**config.mk**
```make
export PLATFORM = sky130hd
export DESIGN_NAME = timer_device
export DESIGN_NICKNAME = d
export VERILOG_FILES = /design/src/logic/soc_bus_pkg.sv /design/src/logic/timer_device.sv
export SDC_FILE = /design/constraint.sdc
export NUM_CORES = 1
export LEC_CHECK = 0
export ABC_AREA = 1
export BUFFER_PORTS_ARGS = -buffer_cell sky130_fd_sc_hd__buf_2
export CORE_ASPECT_RATIO = 0.75
export CORE_MARGIN = 2
export CORE_UTILIZATION = 61
export CTS_CLUSTER_DIAMETER = 40
export DETAILED_ROUTE_END_ITERATION = 8
export PLACE_DENSITY = 0.91
export SLEW_MARGIN = 20
export SYNTH_ARGS = -nofsm -noshare
export SYNTH_HDL_FRONTEND = slang
export SYNTH_SLANG_ARGS = --single-unit
export TNS_END_PERCENT = 10
```
**constraint.sdc**
```tcl
create_clock -name clk_sys_i -period 4.3 [get_ports clk_sys_i]
set_input_delay 0.215 -clock clk_sys_i [delete_from_list [all_inputs] [get_ports clk_sys_i]]
set_output_delay 0.215 -clock clk_sys_i [all_outputs]
set_load 0.03 [all_outputs]
```
**src/logic/soc_bus_pkg.sv**
```systemverilog
// shared types and address map for the two-host, three-device bus fabric
// hosts use the req/gnt/rvalid scheme, devices answer one cycle after req
package soc_bus_pkg;

  // widths with a meaning on the bus
  typedef logic [31:0] bus_addr_t;
  typedef logic [31:0] bus_data_t;
  typedef logic [3:0]  bus_be_t;

  // request from a host, held until gnt
  typedef struct packed {
    logic      req;
    logic      we;
    bus_be_t   be;
    bus_addr_t addr;
    bus_data_t wdata;
  } bus_req_t;

  // response back to a host
  typedef struct packed {
    logic      gnt;
    logic      rvalid;
    bus_data_t rdata;
    logic      err;
  } bus_rsp_t;

  // request as a device sees it, offset is relative to the device base
  typedef struct packed {
    logic      req;
    logic      we;
    bus_be_t   be;
    bus_addr_t offset;
    bus_data_t wdata;
  } dev_req_t;

  typedef struct packed {
    logic      rvalid;
    bus_data_t rdata;
  } dev_rsp_t;

  // lower index wins arbitration
  typedef enum logic [0:0] {
    HostCore = 1'b0,
    HostAux  = 1'b1
  } bus_host_e;

  typedef enum logic [1:0] {
    DevRam   = 2'd0,
    DevGpio  = 2'd1,
    DevTimer = 2'd2
  } bus_device_e;

  localparam int NrHosts   = 2;
  localparam int NrDevices = 3;

  // address map, ram window size is set by RamWords
  localparam bus_addr_t RamBase   = 32'h0000_0000;
  localparam bus_addr_t GpioBase  = 32'h8000_0000;
  localparam bus_addr_t GpioMask  = ~(32'd4096 - 32'd1);
  localparam bus_addr_t TimerBase = 32'h8000_2000;
  localparam bus_addr_t TimerMask = ~(32'd4096 - 32'd1);

  // byte-lane merge for register writes
  function automatic bus_data_t be_merge(bus_data_t old_word, bus_data_t new_word,
                                         bus_be_t be);
    bus_data_t merged;
    merged = old_word;
    for (int b = 0; b < 4; b++) begin
      if (be[b]) begin
        merged[8*b +: 8] = new_word[8*b +: 8];
      end
    end
    return merged;
  endfunction

endpackage

```
**src/logic/timer_device.sv**
```systemverilog
// machine timer with mtime and mtimecmp
// mtime counts every cycle unless written, irq is a level while
// mtime is at or past mtimecmp
`timescale 1ns/1ps

module timer_device (
  input  logic                  clk_sys_i,
  input  logic                  rst_sys_ni,

  input  soc_bus_pkg::dev_req_t dev_req_i,
  output soc_bus_pkg::dev_rsp_t dev_rsp_o,

  output logic                  irq_timer_o
);

  // register word indices within the window
  localparam logic [9:0] MtimeWord    = 10'd0;
  localparam logic [9:0] MtimecmpWord = 10'd1;

  logic [9:0]             reg_word;
  logic                   mtime_we;
  logic                   mtimecmp_we;
  soc_bus_pkg::bus_data_t mtime_q;
  soc_bus_pkg::bus_data_t mtimecmp_q;
  soc_bus_pkg::bus_data_t rdata_d;
  soc_bus_pkg::bus_data_t rdata_q;
  logic                   rvalid_q;

  assign reg_word    = dev_req_i.offset[11:2];
  assign mtime_we    = dev_req_i.req && dev_req_i.we && (reg_word == MtimeWord);
  assign mtimecmp_we = dev_req_i.req && dev_req_i.we && (reg_word == MtimecmpWord);

  // read mux, unknown words and writes give zero
  always_comb begin
    rdata_d = '0;
    if (!dev_req_i.we) begin
      if (reg_word == MtimeWord) begin
        rdata_d = mtime_q;
      end else if (reg_word == MtimecmpWord) begin
        rdata_d = mtimecmp_q;
      end
    end
  end

  always_ff @(posedge clk_sys_i or negedge rst_sys_ni) begin
    if (!rst_sys_ni) begin
      mtime_q    <= '0;
      // all ones keeps irq low out of reset
      mtimecmp_q <= '1;
      rvalid_q   <= 1'b0;
    end else begin
      rvalid_q <= dev_req_i.req;
      // write takes the place of the increment
      if (mtime_we) begin
        mtime_q <= soc_bus_pkg::be_merge(mtime_q, dev_req_i.wdata, dev_req_i.be);
      end else begin
        mtime_q <= mtime_q + 32'd1;
      end
      if (mtimecmp_we) begin
        mtimecmp_q <= soc_bus_pkg::be_merge(mtimecmp_q, dev_req_i.wdata, dev_req_i.be);
      end
    end
  end

  always_ff @(posedge clk_sys_i) begin
    if (dev_req_i.req) begin
      rdata_q <= rdata_d;
    end
  end

  // level interrupt straight from the registers
  assign irq_timer_o = (mtime_q >= mtimecmp_q);

  assign dev_rsp_o = '{
    rvalid: rvalid_q,
    rdata:  rdata_q
  };

endmodule

```
## Word level (Yosys, flattened, before mapping)

Cells that the tools add are included.

- Register bits: 97
- Input port bits: 72
- Output and inout bits: 34
- Logic and storage cells: 32

- $add $sub $neg: 1
- $lt $le $gt $ge: 1
- Equality and inequality tests: 5
- Mux-type cells: 7
- Reductions and logical operators: 8

Operators by type and width:

| kind | number |
|---|---|
| 32-bit two-way mux | 3 |
| 32-bit by 1-bit adder with 32-bit output, second input constant | 1 |
| 32-bit >= comparator | 1 |
| 8-bit two-way mux | 4 |
| 10-bit by 1-bit == test with 1-bit output, second input constant | 1 |
| 10-bit zero test | 1 |
| 2-bit != test, second input constant | 4 |
| 2-bit AND reduction | 4 |
| 1-bit logical AND | 3 |

## Depth between registers and ports, before layout

- Word-level depth: 3
- Mapped depth: 13
- Depth with buffers taken out: 13

## Least setup slack after synthesis

Ideal clock, no wire load.

- Path kind: register to output
- Start point: reg mtimecmp_q[31]
- End point: out irq_timer_o
- Arrival time: 1.500 ns
- Required time: 4.085 ns
- Slack: 2.585 ns
- Cell stages (with the launch flop): 9
- Path buffers: 0
- Path through: dfstp_2 inv_1 ha_1 nand2_1 nor2_1 nand4_1 a21oi_1 nor2_1 nand2_1

- Longest elaborated chain between the ends: 1

RTL lines:

| item | line | text |
|---|---|---|
| start: declaration | timer_device.sv:24 | `soc_bus_pkg::bus_data_t mtimecmp_q;` |
| start signal: assignment | timer_device.sv:60 | `mtimecmp_q <= soc_bus_pkg::be_merge(mtimecmp_q, dev_req_i.wdata, dev_req_i.be);` |
| 32-bit >= comparator | timer_device.sv:72 | `assign irq_timer_o = (mtime_q >= mtimecmp_q);` |
| end: declaration | timer_device.sv:13 | `output logic irq_timer_o` |

Every way passes these cells.

## Final worst setup path

- Start point: reg mtimecmp_q[11]
- End point: out irq_timer_o

Same word-level chain as after synthesis.

==> qor.yml <==
ys.flop_type: "dfrtp_1"
area_growth_pct: 12.3
antenna_found_initial: 0
synth_cell_types: 35
layout_min_cycle_time_ns: 2.44
fin_skew_ns: 0.00754
grt_pass1_vias: 5192
clock.fmax_ghz: 0.410
fin_tns_setup_ns: 0
highest_layer: "met4"
slew-limit-headroom_pct: 25.3
async_reset_ff_share_pct: 67.0
start_util_pct: 63.2
htreeDepth: 3
worst_ep_required_time_ns: 4.09
vias: 5555
cts.clk_slew.worst_paths_ns: 0.07
fp.dieArea_sq_mm: 0.0109
drv_slew: 0
clk_latency_ns: 0.35
critical_path_class: "register to primary output"
grt_max_degree: 35
synth_edf_count: 32
syn_area_sq_mm: 0.00615
met3_length_um: 1070
die_w_um: 120
finalSetupViolCount: 0
cts_resized: 0
worstSetupStartpointType: "register"
num-nets-final: 984
cts_tree: "yes"
cts_inserted_buffers: 9
rsz0062_at_grt: "false"
leakage_nw: 3.23
avgSynthCellArea_sq_um: 7.66
grt_use_total_pct: 29.0
drt_iter0_markers: 549
gp_congestion: 0.930
endpoint_kind: "primary output"
seq_area_frac_synth_pct: 42.7
maxCapViolations: 0
ir_worst_vdd_mv: 0.202
p_per_area_mw_per_mm2: 317
grt_pass1_wl_um: 25100
clockBufferDepth: 2
synth_seq_cells: 97
drcViolationCount: 0
met1_length_um: 6870
layout-drive-gt1-share_pct: 20.1
rows: 31
cts.sinks: 97
worst_pin_slew_ns: 1.12
synthCells: 803
cts-root-buf: "clkbuf_16"
grt_remaining_overflow: 0
status: "complete, no violations"
yosys_warnings: 0
wl_um: 14800
hold_violations: 0
die_y_um: 91.0
n_antenna_cell: 0
port_buffers: 83
hold_class: "input pin to register"
cts_hold_buf: 1
firstDrtPassIters: 5
timing.final.crit_share_pct: 56.7
io_pins: 106
fin_util_pct: 71.0
routedWlPerCell_um: 14.6
avgViaCountPerCell: 5.47
core_sq_mm: 0.00974
ant_nets: 0
post-cts-setup-buffers: 0
cp.arrival_ns: 2.22
synth_nets: 908
dp_hpwl_um: 10500
crit_fanout: 3
wl_met2_um: 6530
logic make-up after synthesis:
family,Yosys count,synth area share [%]
and+or+nand+nor,450,31.5
buffers and inverters,107,7.68
AOI/OAI and AO/OA,106,10.0
DFF,97,42.7
adders and majority gates,33,6.71
xor gates and xnor gates,10,1.42
layer usage:
metal	global-route usage, %	up-vias
li1	-	2728
met1	42.0	2570
met2	43.4	227
met3	5.78	30
met4	10.3	0
met5	0	-
synthesized netlist by cell type, types with 9 or more instances:
cell / count / area [sq um]
ha_1: 33 / 413
dfstp_2: 32 / 841
a21oi_1: 49 / 245
o21ai_2: 20 / 175
nand3b_1: 13 / 97.6
dfrtp_1: 33 / 826
nor2_1: 49 / 184
edfxtp_1: 32 / 961
nand3_1: 42 / 210
nand2_1: 314 / 1180
o21ai_0: 31 / 155
inv_1: 84 / 315
buf_2: 9 / 45.0
flip-flops by register name, summed over array words and instances (netlist names):
| register | count |
|---|---|
| rvalid_q | 1 |
| mtime_q | 32 |
| rdata_q | 32 |
| mtimecmp_q | 32 |
per-stage QoR:
stage	setup slack, ns	power (W)	instance area, sq um	cells	hold WS (ns)
after floorplan	2.59	0.00128	6150	803	-0.0806
after global placement	1.75	0.00138	6600	999	0.326
after detailed placement	1.69	0.00140	6600	999	0.325
after CTS	1.89	0.00220	6910	1016	0.0908
after global routing	1.66	0.00229	6910	1016	0.101
final	1.86	0.00219	6910	1016	0.0962
worst paths after layout:
| check | startpoint | to | slack (ns) | cells after the start |
|---|---|---|---|---|
| worst max-delay path | mtimecmp_q[11] | irq_timer_o | 1.86 | 10 |
| worst min-delay path | dev_req_i[6] | mtimecmp_q[6] | 0.1 | 3 |
| worst max register to register | mtime_q[0] | mtime_q[18] | 2.46 | 10 |
| worst min register to register | mtimecmp_q[3] | mtimecmp_q[3] | 0.48 | 2 |
| max in group asynchronous | rst_sys_ni | mtimecmp_q[27] | 2.86 | 3 |
| min in group asynchronous | rst_sys_ni | mtime_q[0] | 0.47 | 2 |
worst max-delay path: stages, from the launching register on:
cell and delay, ns:
dfstp_2 0.55, inv_1 0.05, ha_1 0.29, nand2_1 0.08, o21bai_1 0.15, a21oi_1 0.13, nor2_1 0.07, nand2_1 0.17
nand2_1 0.08, nand2_1 0.10, buf_2 0.21
final cells by class:
| cell class | instances | area, sq um |
|---|---|---|
| clock buffers | 9 | 225 |
| clock inverters | 7 | 71.3 |
| fillers | 759 | 2830 |
| inverters | 85 | 319 |
| multi-input cells | 599 | 3050 |
| flip-flops and latches | 97 | 2630 |
| well taps | 132 | 165 |
| repair buffers | 87 | 448 |
power breakdown:
group	internal, W	total (W)	switching [W]
logic	0.000122	0.000316	0.000194
registers	0.000999	0.00107	0.0000699
clock network	0.000450	0.000804	0.000354
total	0.00157	0.00219	0.000618
layout by cell type (no fill, tap or decap), types with 4 or more instances in the layout:
cell       instances
o21ai_0           31
inv_1             83
nor2_4             8
dfrtp_1           33
nand4_1            4
nor2_1            49
clkbuf_16          9
a21oi_1           49
ha_1              33
xor2_1             5
xnor2_1            5
dfstp_2           32
o21ai_2           20
edfxtp_1          32
nand2_2            6
nand3b_1          13
buf_2             83
nand3_1           42
nand2_1          314
Power figures use the tool's default switching activity.
