==> src/logic/soc_bus_pkg.sv <==
// shared types and address map for the two-host, three-device bus fabric
// hosts use the req/gnt/rvalid scheme, devices answer one cycle after req
package soc_bus_pkg;

  // widths with a meaning on the bus
  typedef logic [31:0] bus_addr_t;
  typedef logic [31:0] bus_data_t;
  typedef logic [3:0]  bus_be_t;

  // request from a host, held until gnt
  typedef struct packed {
    logic      req;
    logic      we;
    bus_be_t   be;
    bus_addr_t addr;
    bus_data_t wdata;
  } bus_req_t;

  // response back to a host
  typedef struct packed {
    logic      gnt;
    logic      rvalid;
    bus_data_t rdata;
    logic      err;
  } bus_rsp_t;

  // request as a device sees it, offset is relative to the device base
  typedef struct packed {
    logic      req;
    logic      we;
    bus_be_t   be;
    bus_addr_t offset;
    bus_data_t wdata;
  } dev_req_t;

  typedef struct packed {
    logic      rvalid;
    bus_data_t rdata;
  } dev_rsp_t;

  // lower index wins arbitration
  typedef enum logic [0:0] {
    HostCore = 1'b0,
    HostAux  = 1'b1
  } bus_host_e;

  typedef enum logic [1:0] {
    DevRam   = 2'd0,
    DevGpio  = 2'd1,
    DevTimer = 2'd2
  } bus_device_e;

  localparam int NrHosts   = 2;
  localparam int NrDevices = 3;

  // address map, ram window size is set by RamWords
  localparam bus_addr_t RamBase   = 32'h0000_0000;
  localparam bus_addr_t GpioBase  = 32'h8000_0000;
  localparam bus_addr_t GpioMask  = ~(32'd4096 - 32'd1);
  localparam bus_addr_t TimerBase = 32'h8000_2000;
  localparam bus_addr_t TimerMask = ~(32'd4096 - 32'd1);

  // byte-lane merge for register writes
  function automatic bus_data_t be_merge(bus_data_t old_word, bus_data_t new_word,
                                         bus_be_t be);
    bus_data_t merged;
    merged = old_word;
    for (int b = 0; b < 4; b++) begin
      if (be[b]) begin
        merged[8*b +: 8] = new_word[8*b +: 8];
      end
    end
    return merged;
  endfunction

endpackage

==> src/logic/bus_device_mux.sv <==
// address decoder and response mux for the peer devices
// routes the granted request to the matching window with its offset,
// answers unmapped addresses with an error one cycle later
`timescale 1ns/1ps

module bus_device_mux #(
  parameter int RamWords = 1024
) (
  input  logic                    clk_sys_i,
  input  logic                    rst_sys_ni,

  input  soc_bus_pkg::bus_req_t   bus_req_i,

  output soc_bus_pkg::dev_req_t   dev_req_o [soc_bus_pkg::NrDevices],
  input  soc_bus_pkg::dev_rsp_t   dev_rsp_i [soc_bus_pkg::NrDevices],

  output logic                    bus_rvalid_o,
  output soc_bus_pkg::bus_data_t  bus_rdata_o,
  output logic                    bus_err_o
);

  // ram window follows the ram depth, RamWords must be a power of two
  localparam soc_bus_pkg::bus_addr_t RamMask =
    ~(soc_bus_pkg::bus_addr_t'(RamWords * 4) - 32'd1);

  // map entries, indexed by bus_device_e
  localparam soc_bus_pkg::bus_addr_t DevBase [soc_bus_pkg::NrDevices] =
    '{soc_bus_pkg::RamBase, soc_bus_pkg::GpioBase, soc_bus_pkg::TimerBase};
  localparam soc_bus_pkg::bus_addr_t DevMask [soc_bus_pkg::NrDevices] =
    '{RamMask, soc_bus_pkg::GpioMask, soc_bus_pkg::TimerMask};

  logic [soc_bus_pkg::NrDevices-1:0] hit;
  soc_bus_pkg::bus_device_e          dev_sel_d;
  soc_bus_pkg::bus_device_e          dev_sel_q;
  logic                              err_q;

  // windows never overlap, at most one hit
  always_comb begin
    dev_sel_d = soc_bus_pkg::DevRam;
    for (int d = 0; d < soc_bus_pkg::NrDevices; d++) begin
      hit[d] = (bus_req_i.addr & DevMask[d]) == DevBase[d];
      if (hit[d]) begin
        dev_sel_d = soc_bus_pkg::bus_device_e'(d);
      end
    end
  end

  // only the addressed device sees req
  for (genvar d = 0; d < soc_bus_pkg::NrDevices; d++) begin : g_dev_req
    assign dev_req_o[d] = '{
      req:    bus_req_i.req & hit[d],
      we:     bus_req_i.we,
      be:     bus_req_i.be,
      offset: bus_req_i.addr & ~DevMask[d],
      wdata:  bus_req_i.wdata
    };
  end

  // selection for the response cycle
  always_ff @(posedge clk_sys_i or negedge rst_sys_ni) begin
    if (!rst_sys_ni) begin
      dev_sel_q <= soc_bus_pkg::DevRam;
      err_q     <= 1'b0;
    end else begin
      dev_sel_q <= dev_sel_d;
      // unmapped access gets its own error response
      err_q     <= bus_req_i.req & ~|hit;
    end
  end

  assign bus_rvalid_o = err_q | dev_rsp_i[dev_sel_q].rvalid;
  assign bus_rdata_o  = err_q ? '0 : dev_rsp_i[dev_sel_q].rdata;
  assign bus_err_o    = err_q;

endmodule

==> config.mk <==
export PLATFORM = sky130hd
export DESIGN_NAME = bus_device_mux
export DESIGN_NICKNAME = d
export VERILOG_FILES = /design/src/logic/soc_bus_pkg.sv /design/src/logic/bus_device_mux.sv
export SDC_FILE = /design/constraint.sdc
export NUM_CORES = 1
export LEC_CHECK = 0
export BUFFER_PORTS_ARGS = -buffer_cell sky130_fd_sc_hd__buf_2
export CAP_MARGIN = 20
export CORE_AREA = 10 10 153 155
export CTS_CLUSTER_SIZE = 8
export DETAILED_ROUTE_END_ITERATION = 10
export DIE_AREA = 0 0 163 165
export PLACE_DENSITY = 0.46
export SYNTH_ARGS = -nofsm -noshare
export SYNTH_HDL_FRONTEND = slang
export SYNTH_SLANG_ARGS = --single-unit
==> constraint.sdc <==
create_clock -name clk_sys_i -period 1.15 [get_ports clk_sys_i]
set_clock_uncertainty 0.05 [all_clocks]
set_input_delay 0.115 -clock clk_sys_i [delete_from_list [all_inputs] [get_ports clk_sys_i]]
set_output_delay 0.115 -clock clk_sys_i [all_outputs]
set_load 0.01 [all_outputs]
## Yosys cells after proc, flatten, opt, wreduce, memory -nomap -nowiden

Index checks and enable logic that the tools add are counted.

- Word-level logic and storage cells: 20
- Register bits: 3

- Bitwise gates (word level): 6
- Muxes and demuxes: 6
- Reductions and logical operators: 3
- Equality and inequality tests: 2
- Order comparisons: 1

Operators with widths:

| cell | count |
|---|---|
| 33-bit binary-select mux with 2-bit select | 1 |
| 33-bit 2-to-1 mux | 2 |
| 20-bit equality test (second input constant) | 2 |
| 32-bit logical NOT | 1 |
| 32-bit 2-to-1 mux | 1 |
| 1-bit bitwise AND | 4 |
| 3-bit greater-or-equal comparator (second input constant) | 1 |
| 2-bit NOT with 3-bit output | 1 |
| 3-bit OR reduction | 1 |
| 2-bit 2-to-1 mux | 1 |
| 1-bit logical NOT | 1 |
| 1-bit 2-to-1 mux | 1 |
| 1-bit bitwise OR | 1 |

## Logic depth before layout (Yosys ltp)

- Depth in word-level cells: 5
- Depth in mapped cells: 6

## Worst setup path after synthesis

Ideal clock, no wire load.

- Kind: flip-flop to output port
- Start: reg dev_sel_q[0]
- End: out bus_rdata_o[1]
- Required time: 0.985 ns
- Arrival: 1.159 ns
- Cell stages (with the launch flop): 7
- Slack: -0.174 ns
- Path through: dfrtp_1 buf_6 nor2b_1 buf_2 buf_4 nand2_1 a21oi_1

- Longest elaborated chain between the ends: 5

RTL lines:

| item | line | source |
|---|---|---|
| start, declared | bus_device_mux.sv:34 | `soc_bus_pkg::bus_device_e dev_sel_q;` |
| start signal, assigned | bus_device_mux.sv:62 | `dev_sel_q <= soc_bus_pkg::DevRam;` |
| start signal, assigned | bus_device_mux.sv:65 | `dev_sel_q <= dev_sel_d;` |
| 2-bit NOT with 3-bit output (not written as such) | bus_device_mux.sv:72 | `assign bus_rdata_o = err_q ? '0 : dev_rsp_i[dev_sel_q].rdata;` |
| 33-bit binary-select mux with 2-bit select | bus_device_mux.sv:72 |  |
| 33-bit 2-to-1 mux (2 in series) | - |  |
| 32-bit 2-to-1 mux | bus_device_mux.sv:72 |  |
| end, declared | bus_device_mux.sv:18 | `output soc_bus_pkg::bus_data_t bus_rdata_o,` |

Every way passes these cells. The select of a mux whose other input is x is not followed.

## Worst setup path in the final report

- Start: reg dev_sel_q[0]
- End: out bus_rdata_o[16]

The elaborated chain is that of the path after synthesis.

==> results.toml <==
[synth]
syn_area_mm2 = 0.00277
yosys.cell_types.count = 22
yosys_warnings = 0
ys_ff_latch = 3
avgSynthCellArea_um2 = 7.36
syn_inst = 376
synth_seq_area_share = 0.0271

[setup_path]
cpPeakStageDelay_ns = 0.49
critPathSlowestCell = "dfrtp_2"
worstSetupPathType = "flop to output port"
path_cells = "buf_12 -> mux2i_2 -> or2_1 -> a21oi_2 -> buf_2"
worstSetupStartpointType = "flop"
arrival_ns = 1.56
path_max_fanout = 10
cp_num_cells = 5
crit_family = "flip-flops"
endpoint_kind = "output port"
crit_path_start = "dev_sel_q[0]$_DFF_PN0_"
path_buf_inv = 2
required_ns = 0.99

[final_layout]
nNetsFinal = 566
ff_latch_area_um2 = 77.6
fillers = 2348
syn_to_final_growth_pct = 6.91
finish.utilization = 0.147
layout_commonest_cell = "buf_2"
diodes = 0
most-common-layout-cells = "152 x buf_2, 60 x conb_1, 34 x nand2_1"
multiInputGateArea_mm2 = 0.00140
drive_gt1_frac = 0.571
postLayoutCellArea_mm2 = 0.00296

[drt]
antenna_left = 0
drc = 0
viasPerCell = 3.21
drt_iter0_drc = 117
wl_per_cell_um = 16.5
routed_wirelength_um = 11000
dr.pass1.iters = 4
vias = 2133

[global_route]
overflow = 0
grt_antenna_before_repair = 0
grt_max_degree = 25
grt_pass1_wl_um = 14500
first_global_vias = 2301
globalRouteTotalUtil = 0.0684

[timing]
period_share = 1.50
setup_violations = 35
timing.fmax_mhz = 581
final_max_slew_viol_count = 0
timing.hold.ws_ns = 0.0802
finalSetupTns_ns = -17.14
rsz0062_at_grt = "true"
hold_violations = 0
period_minus_slack_ns = 1.72
fin_ws_ns = -0.573

[hold_path]
worstHoldStart = "bus_req_i[45]"
hold_path_class = "input pin to flop"
holdPathStages = 2

[clock_tree]
clock_sinks = 3
numCtsBuffers = 3
cts_htree_levels = 1
clockRootBuffer = "clkbuf_16"
clk_pin_slew_ns = 0.03
cts_tree = "built"
ctsLongestPathBuffers = 2

[floorplanning]
rows = 52
io_pins = 415
initial_core_util = 0.137
die_x_um = 163
core-area_mm2 = 0.0202
dieArea_mm2 = 0.0269
chipHeight_um = 165

[flow_run]
cap_violations = 0

[run_status]
failed_checks = "negative setup slack"
status = "finished, violations left"

[placement]
place_area_mm2 = 0.00265
routabilityCongestion = 0.844
io_buffer_count = 158
hpwl_um = 9690

[power]
peakVddDrop_v = 0.000212
power.density_mw_per_mm2 = 440
power_leakage_nw = 1.32
-- metal layers --
layer | GRT usage | part of all wire | up-vias
met2 | 0.116 | 0.46 | 265
met5 | 0 | 0 | -
met3 | 0.0625 | 0.21 | 31
met1 | 0.0574 | 0.30 | 867
met4 | 0.0193 | 0.021 | 0
li1 | - | - | 970
-- stage by stage --
| step | setup slack (ns) | power [mW] | std cells |
|---|---|---|---|
| floorplan | -0.134 | 1.06 | 435 |
| global placement | -0.388 | 0.692 | 655 |
| detailed placement | -0.372 | 0.696 | 655 |
| CTS | -0.582 | 1.28 | 661 |
| global route | -0.623 | 1.38 | 664 |
| finish | -0.573 | 1.30 | 664 |
-- synth_stat cells --
cell type,n,share of area
mux2i_1,33,0.12
or2_1,30,0.068
nand2b_1,1,0.0023
o21ai_1,1,0.0018
buf_4,210,0.57
clkbuf_1,6,0.0081
or2_0,2,0.0045
nor3_1,2,0.0036
a21oi_1,11,0.020
o31a_1,1,0.0032
buf_12,3,0.022
buf_2,2,0.0036
conb_1,1,0.0014
buf_6,1,0.0041
dfrtp_1,3,0.027
a21oi_2,22,0.070
nor2b_1,2,0.0045
nor4_1,7,0.016
inv_1,1,0.0014
nor2_1,1,0.0014
nand3_1,2,0.0036
nand2_1,34,0.046
-- cell type report --
cell class | instances | area share
clock buffers | 4 | 0.0266
inverters | 1 | 0.00127
multi-input cells | 209 | 0.474
flip-flops and latches | 3 | 0.0262
well taps | 270 | 0.114
repair buffers | 177 | 0.358
-- sequential cells by signal (all words and copies together) (netlist names) --
signal     flops
dev_sel_q      2
bus_err_o      1
-- what timing repair did --
action                     in CTS  in global routing
pin swaps                       7                 10
hold buffers                    1                  0
buffers inserted                1                  2
hold endpoints to repair        3                  0
gates resized for setup        15                 14
setup endpoints to repair      39                 39
gates cloned                    0                  1
-- path summary, 6_finish.rpt --
kind	endpoint	slack, ns
max	bus_rdata_o[16]	-0.57
min	dev_sel_q[0]$_DFF_PN0_	0.08
max in group asynchronous	bus_err_o$_DFF_PN0_	0.72
min in group asynchronous	dev_sel_q[0]$_DFF_PN0_	0.21
-- cell families after synthesis --
group	count (synthesis)	share of synthesized area
AO/OA/AOI/OAI	35	0.0944
buffers and inverters	223	0.608
flip-flops	3	0.0271
multiplexers	33	0.119
other	1	0.00135
AND/OR/NAND/NOR	81	0.150
-- power breakdown --
group,switching [mW],internal [mW]
registers,0.00383,0.108
logic,0.341,0.303
clock network,0.0890,0.457
(Power assumes the default switching activity.)
