==> config.mk <==
export PLATFORM = sky130hd
export DESIGN_NAME = gpio_device
export DESIGN_NICKNAME = d
export VERILOG_FILES = /design/src/logic/soc_bus_pkg.sv /design/src/logic/gpio_device.sv
export SDC_FILE = /design/constraint.sdc
export NUM_CORES = 1
export LEC_CHECK = 0
export ABC_AREA = 1
export BUFFER_PORTS_ARGS = -buffer_cell sky130_fd_sc_hd__buf_2
export CAP_MARGIN = 20
export CORE_MARGIN = 2
export CORE_UTILIZATION = 26
export DETAILED_ROUTE_END_ITERATION = 10
export PLACE_DENSITY = 0.61
export SYNTH_ARGS = -nofsm -noshare
export SYNTH_HDL_FRONTEND = slang
export SYNTH_SLANG_ARGS = --single-unit
export TNS_END_PERCENT = 20
==> constraint.sdc <==
create_clock -name clk_sys_i -period 0.95 [get_ports clk_sys_i]
set_input_delay 0.19 -clock clk_sys_i [delete_from_list [all_inputs] [get_ports clk_sys_i]]
set_output_delay 0.19 -clock clk_sys_i [all_outputs]
set_load 0.02 [all_outputs]
==> src/logic/soc_bus_pkg.sv <==
// shared types and address map for the two-host, three-device bus fabric
// hosts use the req/gnt/rvalid scheme, devices answer one cycle after req
package soc_bus_pkg;

  // widths with a meaning on the bus
  typedef logic [31:0] bus_addr_t;
  typedef logic [31:0] bus_data_t;
  typedef logic [3:0]  bus_be_t;

  // request from a host, held until gnt
  typedef struct packed {
    logic      req;
    logic      we;
    bus_be_t   be;
    bus_addr_t addr;
    bus_data_t wdata;
  } bus_req_t;

  // response back to a host
  typedef struct packed {
    logic      gnt;
    logic      rvalid;
    bus_data_t rdata;
    logic      err;
  } bus_rsp_t;

  // request as a device sees it, offset is relative to the device base
  typedef struct packed {
    logic      req;
    logic      we;
    bus_be_t   be;
    bus_addr_t offset;
    bus_data_t wdata;
  } dev_req_t;

  typedef struct packed {
    logic      rvalid;
    bus_data_t rdata;
  } dev_rsp_t;

  // lower index wins arbitration
  typedef enum logic [0:0] {
    HostCore = 1'b0,
    HostAux  = 1'b1
  } bus_host_e;

  typedef enum logic [1:0] {
    DevRam   = 2'd0,
    DevGpio  = 2'd1,
    DevTimer = 2'd2
  } bus_device_e;

  localparam int NrHosts   = 2;
  localparam int NrDevices = 3;

  // address map, ram window size is set by RamWords
  localparam bus_addr_t RamBase   = 32'h0000_0000;
  localparam bus_addr_t GpioBase  = 32'h8000_0000;
  localparam bus_addr_t GpioMask  = ~(32'd4096 - 32'd1);
  localparam bus_addr_t TimerBase = 32'h8000_2000;
  localparam bus_addr_t TimerMask = ~(32'd4096 - 32'd1);

  // byte-lane merge for register writes
  function automatic bus_data_t be_merge(bus_data_t old_word, bus_data_t new_word,
                                         bus_be_t be);
    bus_data_t merged;
    merged = old_word;
    for (int b = 0; b < 4; b++) begin
      if (be[b]) begin
        merged[8*b +: 8] = new_word[8*b +: 8];
      end
    end
    return merged;
  endfunction

endpackage

==> src/logic/gpio_device.sv <==
// GPIO device with an output register and a synchronised input word
// offset 0 drives gp_o, offset 4 reads gp_i after two flops
`timescale 1ns/1ps

module gpio_device #(
  parameter int GpiWidth = 8,
  parameter int GpoWidth = 16
) (
  input  logic                  clk_sys_i,
  input  logic                  rst_sys_ni,

  input  soc_bus_pkg::dev_req_t dev_req_i,
  output soc_bus_pkg::dev_rsp_t dev_rsp_o,

  input  logic [GpiWidth-1:0]   gp_i,
  output logic [GpoWidth-1:0]   gp_o
);

  // register word indices within the window
  localparam logic [9:0] GpoWord = 10'd0;
  localparam logic [9:0] GpiWord = 10'd1;

  logic [9:0]             reg_word;
  logic [GpiWidth-1:0]    gpi_meta_q;
  logic [GpiWidth-1:0]    gpi_sync_q;
  soc_bus_pkg::bus_data_t gpo_word;
  soc_bus_pkg::bus_data_t rdata_d;
  soc_bus_pkg::bus_data_t rdata_q;
  logic                   rvalid_q;

  assign reg_word = dev_req_i.offset[11:2];
  assign gpo_word = soc_bus_pkg::bus_data_t'(gp_o);

  // read mux, writes return zero
  always_comb begin
    rdata_d = '0;
    if (!dev_req_i.we) begin
      if (reg_word == GpoWord) begin
        rdata_d = gpo_word;
      end else if (reg_word == GpiWord) begin
        rdata_d = soc_bus_pkg::bus_data_t'(gpi_sync_q);
      end
    end
  end

  always_ff @(posedge clk_sys_i or negedge rst_sys_ni) begin
    if (!rst_sys_ni) begin
      gp_o       <= '0;
      gpi_meta_q <= '0;
      gpi_sync_q <= '0;
      rvalid_q   <= 1'b0;
    end else begin
      // two-flop input sync
      gpi_meta_q <= gp_i;
      gpi_sync_q <= gpi_meta_q;
      rvalid_q   <= dev_req_i.req;
      // lanes above GpoWidth are dropped
      if (dev_req_i.req && dev_req_i.we && reg_word == GpoWord) begin
        gp_o <= GpoWidth'(soc_bus_pkg::be_merge(gpo_word, dev_req_i.wdata, dev_req_i.be));
      end
    end
  end

  // read data is payload only
  always_ff @(posedge clk_sys_i) begin
    if (dev_req_i.req) begin
      rdata_q <= rdata_d;
    end
  end

  assign dev_rsp_o = '{
    rvalid: rvalid_q,
    rdata:  rdata_q
  };

endmodule

# Yosys cells after proc, flatten, opt, wreduce, memory -nomap -nowiden
# Cells that the tools add are included.
dict set report classes {
  eq_ne 1
  muxes 2
  reduce_logical 6
}
# cell n
set op_table {}
lappend op_table {{2-to-1 mux 16 bit} 1}
lappend op_table {{== test 10 x 1 -> 1 bit (second input constant)} 1}
lappend op_table {{zero test 10 bit} 1}
lappend op_table {{2-to-1 mux 8 bit} 1}
lappend op_table {{AND reduction 2 bit} 2}
lappend op_table {{logical AND 1 bit} 2}
lappend op_table {{OR reduction 2 bit} 1}
dict set report word_totals {
  regBits 65
  in_bits 80
  output_inout_bits 49
  word_cells 16
}

# Longest topological paths before layout
dict set report depth {
  word_depth 3
  ltp_mapped 7
  depth_no_buf 7
}

# Worst setup path before layout
# No wires, ideal clock.
dict set report synth_path {
  path_kind {input to register}
  startpoint {input dev_req_i[41] in the netlist's numbering}
  endpoint {register gp_o[10]}
  setup_ns 0.119
  arrival_time_ns 0.964
  required_time_ns 0.831
  slack_ns -0.133
  stages 7
  cell_sequence {nor2_1 > nand2_1 > nor2_1 > buf_4 > nand4_2 > nand2_1 > nand2_1}
}
dict set report synth_via {
  elab_chain_cells 3
}
# element line_no
set synth_lines {}
lappend synth_lines {{from (decl)} gpio_device.sv:12} ;# input soc_bus_pkg::dev_req_t dev_req_i,
lappend synth_lines {{zero test 10 bit} gpio_device.sv:58} ;# if (dev_req_i.req && dev_req_i.we && reg_word == GpoWord) begin
lappend synth_lines {{logical AND 1 bit} gpio_device.sv:58}
lappend synth_lines {{AND reduction 2 bit (no source line)} -}
lappend synth_lines {{to (signal assigned)} gpio_device.sv:59} ;# gp_o <= GpoWidth'(soc_bus_pkg::be_merge(gpo_word, dev_req_i.wdata, dev_req_i.be));
lappend synth_lines {{to (decl)} gpio_device.sv:16} ;# output logic [GpoWidth-1:0] gp_o
# Every way passes these cells.
# A chain may end at the register's enable or synchronous reset.

# Worst setup path after layout
dict set report layout_path {
  startpoint {register rdata_q[4]}
  endpoint {output dev_rsp_o[4] in the netlist's numbering}
}
# element line_no
set layout_rtl {}
lappend layout_rtl {{from (decl)} gpio_device.sv:28} ;# soc_bus_pkg::bus_data_t rdata_q;
lappend layout_rtl {{from (signal assigned)} gpio_device.sv:67} ;# rdata_q <= rdata_d;
lappend layout_rtl {{to (decl)} gpio_device.sv:13} ;# output soc_bus_pkg::dev_rsp_t dev_rsp_o,
# No word-level cell between the ends.

==> results.txt <==
Status: complete, but fails checks
Failing checks: negative setup slack
Pint: 2.94 mW
Crit-path cells: buf_2
Final Instance Area: 2940 µm²
Reg power frac: 0.574
Crit path launch type: flip-flop
Initial antenna violation count: 0
Skew-Pair Late Insertion Delay: 0.30 ns
HP Class: input port to flip-flop
Area of the multi-input gates: 573 µm²
Post-Layout Cell Count: 386
Crit-path max FO: 1
FF-to-FF End: rdata_q[3]
Buf/Inv on CP: 1
Mean Syn Cell Area: 11.0 µm²
Seq/Total Area, Yosys: 0.665
Slowest CP cell: edfxtp_1
Clk pin slew, worst setup/hold paths: 0.10 ns
Max Cap Violations: 0
Drt first-iter violations: 76
Synth unique cells: 16
Area grow syn2layout: 49.5%
Fin crit period: 1.08 ns
DR DRC count: 0
Core area: 7290 µm²
Fin crit share: 1.14
First-pass GRT wire length: 7400 µm
Final wirelength: 4660 µm
Total GRT Usage: 0.112
Detailed-router iteration count before antenna repair: 4
GRT overflow: 0
Switching share of power: 0.254
TNS Setup: -2.89 ns
Placed inst area: 2540 µm²
Area fraction of the dominant cell type after synthesis: 0.420
Largest net degree at the start of global routing: 34
Min Hold Slack: 0.128 ns
Leakage: 1.46 nW
Req. time, crit path: 0.76 ns
Layout cell share with drive strength beyond 1: 0.429
Pwr/cell area: 1340 nW/µm²
Hpwl dp: 3300 µm
Hold Crit Depth: 3
Ys Warns: 0
Critical path depth: 1
Vias per cell: 4.10
Die ar.: 8270 µm²
Fill cells: 738
Die height: 91.0 µm
CP arrival: 0.89 ns
Synthesized netlist cell count: 178
End of the worst hold path: gp_o[8]
Clock tree from TritonCTS: built
Final ANT Viol Nets: 0
Final weighted congestion in routability-driven placement: 0.791
Clock skew: 0.00424 ns
Vias in the first global route: 1525
Number of buffers created by CTS: 5
Final slew viol count: 0
FF-to-FF path depth: 3
H-tree Lvls: 2
Crit path kind: flip-flop to primary output
Clk pwr share: 0.324
Maximum VDD drop: 0.000611 V
Mapped Area: 1970 µm²
Ports: 129
Crit end category: primary output
Final hold viol count: 0
CP max stage delay: 0.41 ns
Starting density of the core: 0.270
Psw: 1.00 mW
Largest cells by area after synthesis: dfrtp_1, edfxtp_1, nand2_1
Wire per inst: 12.1 µm
Via count: 1581
CP delay by family, top: flip-flops
Yosys reg bits: 49
Chip Width: 91.0 µm
Achievable Freq: 0.927 GHz
Commonest non-fill, non-tap cell in the layout: buf_2
Setup-failing EPs final: 33
NumNets Final: 366
Comb pwr share: 0.102
Placed cells: 356
Cell Rows: 31
Most frequent cells in the layout: buf_2, nand2_1, dfrtp_1
# diodes: 0
Yosys top cell by area: dfrtp_1
Register area: 1310 µm²
Reg2reg start: gp_o[3]
Hold Startpoint: dev_req_i[8]
RSZ-0062 raised after global routing: yes
Clock Tree Buf Depth: 2
Pre-CTS WS: -0.306 ns
Port Buffers: 72
Sink Count: 49
Setup ws final: -0.129 ns
Flop2flop setup slack: 0.06 ns
Clock Tree Root: clkbuf_8
[repair_timing]
action / CTS / global route
hold buffers: 9 / 0
endpoints found under the setup margin: 33 / 62
gates resized for setup: 14 / 23
endpoints found under the hold margin: 41 / 0
gates cloned: 0 / 0
pin swaps: 0 / 3
buffers inserted: 9 / 4
[synthesized netlist by cell type, drive strengths merged]
library cell  instances
nor3b                 1
nand4                18
nand2                52
nor3                  1
nor2                 15
nand3                 8
conb                  1
buf                  19
clkinv                1
edfxtp               16
inv                  10
dfrtp                33
clkbuf                3
[cells by family (layout without fill, tap and decap cells)]
| kind of cell | Yosys count | in the layout | synth area share |
|---|---|---|---|
| AND/OR/NAND/NOR | 95 | 95 | 0.234 |
| flip-flops | 49 | 49 | 0.665 |
| buffers and inverters | 33 | 127 | 0.0993 |
| other | 1 | 16 | 0.00191 |
[flip-flops by register name, summed over array words and instances (netlist names)]
register / count
gp_o: 16
gpi_meta_q: 8
gpi_sync_q: 8
rdata_q: 16
rvalid_q: 1
[metal layers]
metal  global-route usage  up-vias  share of wire
met4               0.0492        0          0.010
met5                    0        -              0
met2                0.194       63           0.53
met1                0.139      743           0.41
met3               0.0166        5          0.049
li1                     -      770              -
[worst max path at each step]
stage | slack (ns) | startpoint | to
floorplan | -0.10 | dev_req_i[43] | rdata_q[10]
global placement | -0.27 | dev_req_i[43] | gp_o[10]
detailed placement | -0.31 | dev_req_i[43] | gp_o[6]
CTS | -0.13 | rdata_q[1] | dev_rsp_o[1]
global route | -0.16 | rdata_q[7] | dev_rsp_o[7]
finish | -0.13 | rdata_q[4] | dev_rsp_o[4]
[layout make-up]
class                           instances  share of cell area
Multi-Input combinational cell        111               0.195
Sequential cell                        49               0.445
Tap cell                               99              0.0422
Clock inverter                          3             0.00809
Clock buffer                            5              0.0234
Timing Repair Buffer                  108               0.273
Inverter                               11              0.0141
[power groups by stage]
stage	clock network (mW)	registers, mW	logic, mW
after global placement	0	2.30	0.355
after CTS	1.32	2.26	0.397
after detailed placement	0	2.30	0.362
after global routing	1.40	2.27	0.437
final	1.28	2.26	0.402
after floorplan	0	2.34	0.165
[metrics by stage]
stage | power, mW | util
2_1_floorplan | 2.50 | -
3_3_place_gp | 2.66 | 0.348
3_5_place_dp | 2.67 | 0.348
4_1_cts | 3.98 | 0.389
5_1_grt | 4.10 | 0.403
6_report | 3.94 | 0.403
No activity file was read; power rests on OpenSTA's default activity.
