<file path="config.mk">
export PLATFORM = sky130hd
export DESIGN_NAME = bus_arbiter
export DESIGN_NICKNAME = d
export VERILOG_FILES = /design/src/logic/soc_bus_pkg.sv /design/src/logic/bus_arbiter.sv
export SDC_FILE = /design/constraint.sdc
export NUM_CORES = 1
export LEC_CHECK = 0
export ABC_AREA = 1
export ABC_CLOCK_PERIOD_IN_PS = 980
export BUFFER_PORTS_ARGS = -buffer_cell sky130_fd_sc_hd__buf_2
export CAP_MARGIN = 20
export CORE_AREA = 2 2 122 124
export DETAILED_ROUTE_END_ITERATION = 6
export DIE_AREA = 0 0 124 126
export REMOVE_ABC_BUFFERS = 1
export SETUP_SLACK_MARGIN = 0.2
export SLEW_MARGIN = 20
export SYNTH_ARGS = -nofsm -noshare
export SYNTH_HDL_FRONTEND = slang
export SYNTH_SLANG_ARGS = --single-unit
</file>
<file path="constraint.sdc">
create_clock -name clk_sys_i -period 0.98 [get_ports clk_sys_i]
set_input_delay 0.196 -clock clk_sys_i [delete_from_list [all_inputs] [get_ports clk_sys_i]]
set_output_delay 0.196 -clock clk_sys_i [all_outputs]
set_load 0.005 [all_outputs]
</file>
<file path="src/logic/soc_bus_pkg.sv">
// shared types and address map for the two-host, three-device bus fabric
// hosts use the req/gnt/rvalid scheme, devices answer one cycle after req
package soc_bus_pkg;

  // widths with a meaning on the bus
  typedef logic [31:0] bus_addr_t;
  typedef logic [31:0] bus_data_t;
  typedef logic [3:0]  bus_be_t;

  // request from a host, held until gnt
  typedef struct packed {
    logic      req;
    logic      we;
    bus_be_t   be;
    bus_addr_t addr;
    bus_data_t wdata;
  } bus_req_t;

  // response back to a host
  typedef struct packed {
    logic      gnt;
    logic      rvalid;
    bus_data_t rdata;
    logic      err;
  } bus_rsp_t;

  // request as a device sees it, offset is relative to the device base
  typedef struct packed {
    logic      req;
    logic      we;
    bus_be_t   be;
    bus_addr_t offset;
    bus_data_t wdata;
  } dev_req_t;

  typedef struct packed {
    logic      rvalid;
    bus_data_t rdata;
  } dev_rsp_t;

  // lower index wins arbitration
  typedef enum logic [0:0] {
    HostCore = 1'b0,
    HostAux  = 1'b1
  } bus_host_e;

  typedef enum logic [1:0] {
    DevRam   = 2'd0,
    DevGpio  = 2'd1,
    DevTimer = 2'd2
  } bus_device_e;

  localparam int NrHosts   = 2;
  localparam int NrDevices = 3;

  // address map, ram window size is set by RamWords
  localparam bus_addr_t RamBase   = 32'h0000_0000;
  localparam bus_addr_t GpioBase  = 32'h8000_0000;
  localparam bus_addr_t GpioMask  = ~(32'd4096 - 32'd1);
  localparam bus_addr_t TimerBase = 32'h8000_2000;
  localparam bus_addr_t TimerMask = ~(32'd4096 - 32'd1);

  // byte-lane merge for register writes
  function automatic bus_data_t be_merge(bus_data_t old_word, bus_data_t new_word,
                                         bus_be_t be);
    bus_data_t merged;
    merged = old_word;
    for (int b = 0; b < 4; b++) begin
      if (be[b]) begin
        merged[8*b +: 8] = new_word[8*b +: 8];
      end
    end
    return merged;
  endfunction

endpackage

</file>
<file path="src/logic/bus_arbiter.sv">
// fixed-priority arbiter for the bus hosts
// grants the lowest requesting host in the same cycle and steers the
// response of the following cycle back to that host only
`timescale 1ns/1ps

module bus_arbiter (
  input  logic                  clk_sys_i,
  input  logic                  rst_sys_ni,

  input  soc_bus_pkg::bus_req_t host_req_i [soc_bus_pkg::NrHosts],
  output soc_bus_pkg::bus_rsp_t host_rsp_o [soc_bus_pkg::NrHosts],

  output soc_bus_pkg::bus_req_t bus_req_o,
  input  logic                  bus_rvalid_i,
  input  soc_bus_pkg::bus_data_t bus_rdata_i,
  input  logic                  bus_err_i
);

  // winner of this cycle and the host owning the response in flight
  soc_bus_pkg::bus_host_e host_sel_d;
  soc_bus_pkg::bus_host_e host_sel_q;

  // walk down from the highest index so the lowest requester is left
  always_comb begin
    host_sel_d = soc_bus_pkg::HostCore;
    bus_req_o  = '0;
    for (int i = soc_bus_pkg::NrHosts - 1; i >= 0; i--) begin
      if (host_req_i[i].req) begin
        host_sel_d = soc_bus_pkg::bus_host_e'(i);
        bus_req_o  = host_req_i[i];
      end
    end
  end

  // remember who was granted, response comes back next cycle
  always_ff @(posedge clk_sys_i or negedge rst_sys_ni) begin
    if (!rst_sys_ni) begin
      host_sel_q <= soc_bus_pkg::HostCore;
    end else if (bus_req_o.req) begin
      host_sel_q <= host_sel_d;
    end
  end

  for (genvar h = 0; h < soc_bus_pkg::NrHosts; h++) begin : g_host_rsp
    logic granted;
    logic owner;

    // gnt is purely combinational on req
    assign granted = host_req_i[h].req && (host_sel_d == soc_bus_pkg::bus_host_e'(h));
    // response only to the registered winner
    assign owner   = bus_rvalid_i && (host_sel_q == soc_bus_pkg::bus_host_e'(h));

    assign host_rsp_o[h] = '{
      gnt:    granted,
      rvalid: owner,
      rdata:  owner ? bus_rdata_i : '0,
      err:    owner & bus_err_i
    };
  end

endmodule

</file>
After elaboration in Yosys (flattened, before gate mapping):

Cells that the tools add are included.

* input port bits: 176
* logic and storage cells: 15
* output and inout port bits: 140
* bits in registers: 1

* muxes and demuxes: 6
* reduce and logical (&&, ||, !) cells: 4
* bitwise operators: 4

Operators by type and width (count)
* $mux W70: 2
* $mux W32: 2
* $logic_and A1 B1 Y1: 4
* $and A1 B1 Y1: 2
* $mux W1: 2
* $not A1 Y1: 2

Logic depth before layout (Yosys ltp):

Gate-level depths: netlist of the first run.

* depth after elaboration: 4
* gate-level depth with buffers: 5
* depth with buffers taken out: 3

Least setup slack after synthesis of the first run:

No wires, ideal clock.

* kind: register to output
* start: reg host_sel_q
* end: out host_rsp_o[68] (netlist bit)
* arrival time: 839 ps
* stages on the path, launching flop included: 6
* slack: -55 ps
* cell sequence: dfrtp_1 > inv_2 > nand2_4 > buf_6 > inv_2 > buf_4

* word-level cells in the longest chain between the ends: 2

Ends and longest elaborated chain
* start: declaration: RTL line bus_arbiter.sv:21 `soc_bus_pkg::bus_host_e host_sel_q;`
* start signal: assignment: RTL line bus_arbiter.sv:38 `host_sel_q <= soc_bus_pkg::HostCore;`
* start signal: assignment: RTL line bus_arbiter.sv:40 `host_sel_q <= host_sel_d;`
* $not A1 Y1: RTL line bus_arbiter.sv:51 `assign owner = bus_rvalid_i && (host_sel_q == soc_bus_pkg::bus_host_e'(h));`
* $logic_and A1 B1 Y1: RTL line bus_arbiter.sv:51
* end: declaration: RTL line bus_arbiter.sv:11 `output soc_bus_pkg::bus_rsp_t host_rsp_o [soc_bus_pkg::NrHosts],`

Every way passes these cells.

==> results by group, run 1 <==
Status
  • Status: finished with violations
  • Failing checks: setup timing

Yosys
  • Post-synthesis mux area share: 0%
  • Yosys warns: 0
  • Mapped Area: 0.002171 sq mm
  • Adder-cell share of the synthesized area: 0%
  • Cells after synthesis: 351
  • Average size of a mapped cell: 6.185 sq um
  • Xor and xnor area share after synthesis: 0%
  • Simple-Gate Fraction of Synth Area: 69.97%
  • Flop and latch count out of synthesis: 1
  • Main combinational cell family by area after synthesis: simple AND/OR/NAND/NOR gates
  • Post-synthesis compound-gate area fraction: 0.6916%
  • Distinct cells, synth: 14
  • Post-synthesis sequential area ratio: 1.153%

Detailed routing
  • Vias post-DR: 3588
  • Vias/cell: 4.082
  • Avg WL per Cell: 15.53 um
  • DRC violation count after routing: 0
  • ANT nets after route: 0
  • DRC marker count from the first detailed-route iteration: 90
  • Routed WL: 13650 um
  • Pre-antenna DRT Iters: 4

Setup path
  • FF-to-FF Start: host_sel_q$_DFFE_PN0P_
  • Critical path startpoint category: flip-flop
  • Crit path capture: host_rsp_o[19]
  • Critical Path Start: host_sel_q$_DFFE_PN0P_
  • Crit Path Max Fanout: 6
  • Worst setup EP type: output pin
  • Worst EP required: 0.78 ns
  • FF-to-FF End: host_sel_q$_DFFE_PN0P_
  • Worst Path Arrival: 0.99 ns
  • Worst R2R Path Depth: 2
  • Flop2flop setup slack: 0.04 ns
  • WS Path Type: flip-flop to output pin

Global routing
  • Largest net degree at the start of global routing: 18
  • Total grt overflow: 0
  • Initial antenna violation count: 0
  • First-pass GRT wire length: 17840 um
  • Vias in the first global route: 3293
  • Total GRT Usage: 14.96%

Power
  • Pleak: 3.143 nW
  • Final total power: 0.002466 W
  • PD cells: 446.3 mW/mm^2
  • Max VDD drop: 0.2868 mV

Floorplan
  • Die X: 124 um
  • Core Rows: 44
  • Core area: 0.01431 sq mm
  • Initial core utilization: 15.17%
  • Die Height: 126 um
  • Total Die Area: 0.01562 sq mm
  • IO Count: 316

Layout
  • Fillcell total: 1430
  • Most common cell after layout, fill and taps aside: buf_2
  • FF/Latch Area: 26.28 sq um
  • Largest regs: host_sel_q: 1 flops
  • Multi-input logic area: 0.002105 sq mm
  • Max reg flops: 1
  • Most frequent cells in the layout: 294 x buf_2, 73 x nand2_1, 61 x nand3_2, 48 x nand2_2, 33 x inv_1
  • Most flops, register: host_sel_q
  • Area growth, synth to finish: 154.5%
  • Fraction of layout cells with a size suffix above 1: 80.72%
  • Layout net count: 873
  • Number of inserted diodes: 0
  • Non-filler cells in the finished layout: 879

Placed design
  • DPL Wire Length: 8795 um
  • Port bufs: 315
  • GPL Wtd Cong: 0.7738
  • Post-Place Cells: 837

Timing
  • Fin crit share: 120.6%
  • Fin. max-slew vios: 0
  • Final Hold Viols: 0
  • Clk_skew: 0 ns
  • F_max: 0.8460 GHz
  • Setup Viol. Count Final: 138
  • Worst rel slew slack: 83.25%
  • Final setup margin: -0.2020 ns
  • Least-Margin Pin Slew: 0.2509 ns
  • Minimum clock period: 1.182 ns
  • RSZ-0062 raised after global routing: true

Clock network
  • Clock-pin slew on the worst setup and hold paths: 0 ns
  • Worst-Skew Late Latency: 0 ns

Min path
  • Hold Crit Class: input port to async pin

Run
  • Max_cap viols: 0
## routing by layer
| layer | global-route usage (%) | wire length, um |
|---|---|---|
| met1 | 17.09 | 5156 |
| met2 | 30.64 | 7445 |
| met3 | 0.9964 | 938 |
| met4 | 1.124 | 112 |
| met5 | 0 | 0 |
## worst min path at each step
stage	to	slack, ns	depth (start not counted)
after floorplan	host_sel_q$_DFFE_PN0P_	-0.1	0
after global placement	host_sel_q$_DFFE_PN0P_	-0.03	1
after detailed placement	host_sel_q$_DFFE_PN0P_	-0.02	1
after CTS	host_sel_q$_DFFE_PN0P_	0.52	2
after global routing	host_sel_q$_DFFE_PN0P_	0.53	2
final	host_sel_q$_DFFE_PN0P_	0.51	2
## layout make-up
type | instances | share of cell area, %
tap | 184 | 4.167
timing repair buffer | 375 | 53.78
timing repair inverter | 1 | 0.2944
sequential | 1 | 0.4755
inverter | 38 | 3.193
multi-input combinational | 280 | 38.09
## Yosys cell counts
master / count / area [sq um]
buf_4: 11 / 82.58
buf_6: 8 / 90.09
inv_2: 3 / 11.26
nor2_1: 54 / 202.7
inv_1: 34 / 127.6
nand2_4: 2 / 22.52
buf_12: 14 / 280.3
inv_12: 1 / 16.27
nand3_2: 69 / 690.7
nor2_2: 13 / 81.33
clkbuf_1: 1 / 3.750
dfrtp_1: 1 / 25.02
o21a_4: 1 / 15.01
nand2_1: 139 / 521.8
## worst max-delay path, cell delays in order (launching register included)
cell	delay [ns]
dfrtp_2	0.45
buf_6	0.15
nand2_8	0.07
buf_6	0.13
nor2_2	0.06
buf_2	0.11
## kinds of logic (layout without fill, tap and decap cells)
group                  after synthesis  count (layout)
flip-flops                           1               1
AND/OR/NAND/NOR                    277             279
AO/OA/AOI/OAI                        1               1
buffers and inverters               72             414
## timing repair
action / 4_1_cts / 5_1_grt
hold endpoints to repair: 1 / 0
hold buffers: 1 / 0
pin swaps: 11 / 23
gates resized for setup: 107 / 132
setup buffers: 15 / 1
cloned: 24 / 1
endpoints found under the setup margin: 141 / 141
## metrics by stage
| step | hold slack [ns] | util [%] | TNS [ns] | setup WS, ns | area (sq um) |
|---|---|---|---|---|---|
| 2_1_floorplan | -0.09959 | - | -0.5322 | -0.01717 | 1714 |
| 3_3_place_gp | -0.02660 | 26.50 | -19.00 | -0.2078 | 3794 |
| 3_5_place_dp | -0.02483 | 26.50 | -20.40 | -0.2341 | 3794 |
| 4_1_cts | 0.5158 | 34.48 | -15.64 | -0.1884 | 4936 |
| 5_1_grt | 0.5322 | 38.60 | -21.66 | -0.2376 | 5525 |
| 6_report | 0.5085 | 38.60 | -17.06 | -0.2020 | 5525 |
## where the power goes
| group | internal, W | switching [W] |
|---|---|---|
| clock | 0 | 0 |
| combinational | 0.00129 | 0.00112 |
| sequential | 0.0000454 | 0.00000887 |
Power figures use the tool's default switching activity.
==> run 2: changes to the inputs <==
Settings changed: ABC_AREA 1 to not set, CORE_AREA 2 2 122 124 to 2 2 124 126, DIE_AREA 0 0 124 126 to 0 0 126 128.
==> run 2 against run 1 <==
The run still ends with setup timing left. Sequential share of layout area increased by 0.16 points. Core utilization decreased by 11 points. Final cell count decreased by 21%. Critical endpoint is now host_rsp_o[49].
==> results by group, run 2 <==
Setup path
  • FF-to-FF End: host_sel_q$_DFFE_PN0P_
  • Flop2flop setup slack: -0.08 ns
  • Critical Path Start: host_sel_q$_DFFE_PN0P_
  • Worst Path Arrival: 1.11 ns
  • Worst R2R Path Depth: 5
  • WS Path Type: flip-flop to output pin
  • Crit path capture: host_rsp_o[49]
  • Critical path startpoint category: flip-flop
  • Worst setup EP type: output pin
  • Worst EP required: 0.78 ns
  • Crit Path Max Fanout: 4
  • FF-to-FF Start: host_sel_q$_DFFE_PN0P_

Global routing
  • Total GRT Usage: 10.83%
  • Vias in the first global route: 2411
  • Largest net degree at the start of global routing: 38
  • First-pass GRT wire length: 13740 um
  • Initial antenna violation count: 3
  • Total grt overflow: 0

Yosys
  • Yosys warns: 0
  • Top FF cell, synth: dfrtp_1
  • Top cells by area, synth: a22o_1 47%, and2_1 17%, and3_1 16%
  • Post-synth EDFFs: 0
  • Flop and latch count out of synthesis: 1
  • Count leader, synth: a22o_1
  • Yosys top cell area share: 47.13%
  • Post-synthesis sequential area ratio: 1.980%
  • Adder-cell share of the synthesized area: 0%
  • Simple-Gate Fraction of Synth Area: 37.03%
  • Post-synthesis mux area share: 0%
  • Synth area leader: a22o_1
  • Mapped Area: 0.001264 sq mm
  • Average size of a mapped cell: 7.263 sq um
  • Xor and xnor area share after synthesis: 0%
  • Cells after synthesis: 174
  • Commonest cells in the netlist: 68 x a22o_1, 34 x and2_1, 33 x and3_1
  • Main combinational cell family by area after synthesis: compound AO/OA/AOI/OAI gates
  • FFs w/ async S/R, synth: 100.0%
  • Post-synthesis compound-gate area fraction: 47.52%
  • Distinct cells, synth: 14

Detailed routing
  • Vias post-DR: 2930
  • Vias/cell: 4.240
  • ANT nets after route: 0
  • Avg WL per Cell: 17.08 um
  • DRC marker count from the first detailed-route iteration: 84
  • Routed WL: 11800 um
  • DRC violation count after routing: 0
  • Pre-antenna DRT Iters: 4

Clock network
  • Clock-pin slew on the worst setup and hold paths: 0 ns
  • Worst-Skew Late Latency: 0 ns

Floorplan
  • Die Height: 128 um
  • Die X: 126 um
  • Core area: 0.01486 sq mm
  • Core Rows: 45
  • IO Count: 316
  • Total Die Area: 0.01613 sq mm
  • Initial core utilization: 8.502%

Layout
  • Fraction of layout cells with a size suffix above 1: 79.88%
  • Largest regs: host_sel_q: 1 flops
  • Fillcell total: 1547
  • Layout net count: 680
  • Most flops, register: host_sel_q
  • Design Area, Final: 0.004156 sq mm
  • Most frequent cells in the layout: 275 x buf_2, 68 x a22o_1, 46 x buf_6, 19 x and2_4, 18 x and3_4
  • Most common cell after layout, fill and taps aside: buf_2
  • Max reg flops: 1
  • Area growth, synth to finish: 228.9%

Timing
  • Least-Margin Pin Slew: 0.2747 ns
  • TNS Setup: -33.07 ns
  • Minimum clock period: 1.305 ns
  • Final Hold Viols: 0
  • F_max: 0.7664 GHz
  • Final setup margin: -0.3248 ns
  • Setup Viol. Count Final: 141
  • Fin. max-slew vios: 0
  • Fin crit share: 133.1%
  • Worst rel slew slack: 81.69%
  • RSZ-0062 raised after global routing: true
  • Clk_skew: 0 ns

Placed design
  • Port bufs: 315
  • GPL Wtd Cong: 0.7385
  • Placement Setup Slack: -0.3460 ns
  • DPL Wire Length: 7708 um
  • Dpl cell area: 0.003023 sq mm

Min path
  • Hold Crit Class: input port to async pin

Status
  • Failing checks: setup timing
  • Status: finished with violations

Run
  • Max_cap viols: 0

Power
  • PD cells: 467.3 mW/mm^2
  • Max VDD drop: 0.1369 mV
  • Pleak: 2.383 nW
[run 2: power breakdown]
part	total (W)	switching [W]	internal, W
Sequential	0.0000493	0.00000387	0.0000454
Combinational	0.00189	0.000713	0.00118
Clock	0.000000000137	0	0.000000000137
Total	0.00194	0.000716	0.00123
[run 2: worst min path at each step]
stage                                         to  depth (start not counted)  slack (ns)
after floorplan           host_sel_q$_DFFE_PN0P_                          0        -0.1
after global placement    host_sel_q$_DFFE_PN0P_                          1       -0.03
after detailed placement  host_sel_q$_DFFE_PN0P_                          1       -0.03
after CTS                 host_sel_q$_DFFE_PN0P_                          2        0.53
after global routing      host_sel_q$_DFFE_PN0P_                          2        0.54
final                     host_sel_q$_DFFE_PN0P_                          2        0.53
[run 2: cell type report]
| type | count | area (sq um) | area share [%] |
|---|---|---|---|
| Antenna cell | 1 | 2.502 | 0.06020 |
| Multi-Input combinational cell | 143 | 1222 | 29.41 |
| Sequential cell | 1 | 26.28 | 0.6321 |
| Tap cell | 188 | 235.2 | 5.659 |
| Timing Repair Buffer | 358 | 2670 | 64.24 |
[run 2: worst max-delay path, stage by stage, from the launching register on]
cell	delay, ns
dfrtp_2	0.41
nor2b_4	0.19
buf_6	0.15
clkbuf_16	0.14
and2_4	0.13
buf_6	0.08
[run 2: what timing repair did]
item	CTS	global route
pin swaps	9	15
hold buffers	1	0
setup buffers	10	3
endpoints found under the hold margin	1	0
cloned	10	10
resized for setup	42	72
endpoints found under the setup margin	141	141
[run 2: routing by layer]
layer	up-vias	track usage, %	part of all wire (%)
met5	-	0	0
met3	17	1.544	9.5
li1	1337	-	-
met2	226	21.47	52
met1	1350	13.05	37
met4	0	0	1.7
[run 2: cells by family (layout without fill, tap and decap cells)]
logic type	count (synthesis)	after routing
other	0	1
buffers and inverters	30	358
AND/OR/NAND/NOR	74	74
flip-flops	1	1
AO/OA/AOI/OAI	69	69
[run 2: metrics by stage]
| stage | util, % | total power [W] | std cells | hold slack [ns] |
|---|---|---|---|---|
| CTS | 23.88 | 0.001639 | 677 | 0.5251 |
| floorplan | - | 0.0004631 | 144 | -0.09959 |
| detailed placement | 20.34 | 0.001323 | 656 | -0.02623 |
| global placement | 20.34 | 0.001318 | 656 | -0.02873 |
| finish | 27.96 | 0.001942 | 691 | 0.5297 |
| global route | 27.95 | 0.002071 | 690 | 0.5375 |
==> run 3: changes to the inputs <==
Settings changed: CELL_PAD_IN_SITES_DETAIL_PLACEMENT set to 0, CELL_PAD_IN_SITES_GLOBAL_PLACEMENT set to 1, CORE_AREA 2 2 124 126 to 2 2 123 125, DIE_AREA 0 0 126 128 to 0 0 125 127, PLACE_DENSITY_LB_ADDON set to 0.1.
==> run 3 against run 2 <==
The flow still finishes with violations (setup timing). Routed wire length rose by 0.33%. Flip-flop and latch count is the same. Final cell count decreased by 1.0%. Maximum frequency up 6.0%. Final area is 12% lower. Die area shrank 1.6%. Sequential share of layout area up 0.090 points. Highest routed layer unchanged.
==> results by group, run 3 (synthesis results as in run 2) <==
Clock network
  • Worst-Skew Late Latency: 0 ns
  • Clock-pin slew on the worst setup and hold paths: 0 ns

Layout
  • Fillcell total: 1619
  • FF/Latch Area: 26.28 sq um
  • Layout net count: 675
  • Most flops, register: host_sel_q
  • Fraction of layout cells with a size suffix above 1: 72.84%
  • Most common cell after layout, fill and taps aside: buf_2
  • Area growth, synth to finish: 187.9%
  • Most frequent cells in the layout: 306 x buf_2, 68 x a22o_1, 33 x and3_1, 30 x and2_1, 14 x buf_6
  • Multi-input logic area: 0.001092 sq mm
  • Largest regs: host_sel_q: 1 flops
  • Max reg flops: 1

Detailed routing
  • Pre-antenna DRT Iters: 4
  • ANT nets after route: 0
  • Avg WL per Cell: 17.31 um
  • Vias post-DR: 2800
  • DRC marker count from the first detailed-route iteration: 41
  • Vias/cell: 4.094
  • Routed WL: 11840 um
  • DRC violation count after routing: 0

Power
  • Pleak: 2.273 nW
  • PD cells: 455.9 mW/mm^2
  • Max VDD drop: 0.1309 mV

Global routing
  • First-pass GRT wire length: 16230 um
  • Largest net degree at the start of global routing: 34
  • Total GRT Usage: 13.06%
  • Initial antenna violation count: 3
  • Total grt overflow: 0
  • Vias in the first global route: 2745

Placed design
  • DPL Wire Length: 9168 um
  • GPL Wtd Cong: 0.8876
  • Placement Setup Slack: -0.2978 ns
  • Port bufs: 315

Setup path
  • Crit Path Max Fanout: 7
  • Crit-path most repeated cell: buf_8
  • Worst setup EP type: output pin
  • Slowest cell on crit path: a22o_1
  • Worst-path cell chain: buf_8 -> nor2b_4 -> buf_8 -> buf_12 -> a22o_1 -> buf_2
  • WS Path Type: input port to output pin
  • Worst Path Arrival: 1.03 ns
  • Worst path max stage delay: 0.19 ns
  • Worst EP required: 0.78 ns
  • Critical path startpoint category: input port

Floorplan
  • Initial core utilization: 8.761%
  • IO Count: 316
  • Core area: 0.01442 sq mm
  • Core Rows: 44
  • Die X: 125 um
  • Total Die Area: 0.01588 sq mm
  • Die Height: 127 um

Status
  • Status: finished with violations
  • Failing checks: setup timing

Timing
  • Setup Viol. Count Final: 138
  • Minimum clock period: 1.231 ns
  • Worst rel slew slack: 80.49%
  • F_max: 0.8126 GHz
  • RSZ-0062 raised after global routing: true
  • Least-Margin Pin Slew: 0.2926 ns
  • Fin crit share: 125.6%
  • Min Hold Slack: 0.5284 ns
  • Final setup margin: -0.2506 ns
  • Clk_skew: 0 ns
  • Final Hold Viols: 0
  • Fin. max-slew vios: 0
  • TNS Setup: -30.55 ns

Run
  • Max_cap viols: 0

Min path
  • Hold Crit Class: input port to async pin
run 3: cell count changes in the layout (fill, tap and decap cells not counted), sizes merged:
cell | before | now
bufbuf | 1 | 0
diode | 1 | 3
clkbuf | 8 | 3
buf | 348 | 349
run 3: worst max-delay path, delay by kind of cell:
kind	cells	cell delay [ns]
buffers and inverters	4	0.51
AO/OA/AOI/OAI	1	0.19
AND/OR/NAND/NOR	1	0.13
run 3: path summary, 6_finish.rpt:
path                                         from                      to  slack, ns  cells past startpoint
min in group clk_sys_i             host_req_i[69]  host_sel_q$_DFFE_PN0P_       0.57                      4
setup reg to reg           host_sel_q$_DFFE_PN0P_  host_sel_q$_DFFE_PN0P_       0.02                      4
hold reg to reg            host_sel_q$_DFFE_PN0P_  host_sel_q$_DFFE_PN0P_       0.79                      4
hold / removal                         rst_sys_ni  host_sel_q$_DFFE_PN0P_       0.53                      2
setup / recovery                   host_req_i[69]           bus_req_o[29]      -0.25                      6
max in group asynchronous              rst_sys_ni  host_sel_q$_DFFE_PN0P_       0.36                      2
run 3: layer usage:
metal | up-vias | GRT usage, % | part of all wire (%)
li1 | 1322 | - | -
met1 | 1277 | 12.50 | 33
met2 | 191 | 28.23 | 58
met3 | 10 | 3.015 | 8.6
met4 | 0 | 1.895 | 1.2
met5 | - | 0 | 0
run 3: through the flow:
step           instances  util [%]  area [sq um]  power (W)
2_1_floorplan        144         -          1094  0.0004631
3_3_place_gp         657     21.01          3030   0.001376
3_5_place_dp         657     21.01          3030   0.001351
4_1_cts              676     24.18          3488   0.001616
5_1_grt              682     25.19          3633   0.001802
6_report             684     25.23          3638   0.001659
run 3: layout make-up:
class	count	area share [%]
sequential	1	0.7221
timing repair buffer	353	62.72
multi-input combinational	143	30.02
tap	184	6.327
antenna	3	0.2063
run 3: timing repair:
item	CTS	global route
resized for setup	43	13
hold buffers	1	0
setup buffers	9	2
endpoints found under the hold margin	1	0
gates cloned	9	3
pin swaps	12	7
endpoints found under the setup margin	141	140
run 3: power breakdown:
group | internal (W) | switching, W | leakage, nW
Combinational | 0.000979 | 0.000631 | 2.26
Clock | 0.000000000411 | 0 | 0.0000190
Sequential | 0.0000454 | 0.00000334 | 0.0113
Total | 0.00102 | 0.000635 | 2.27
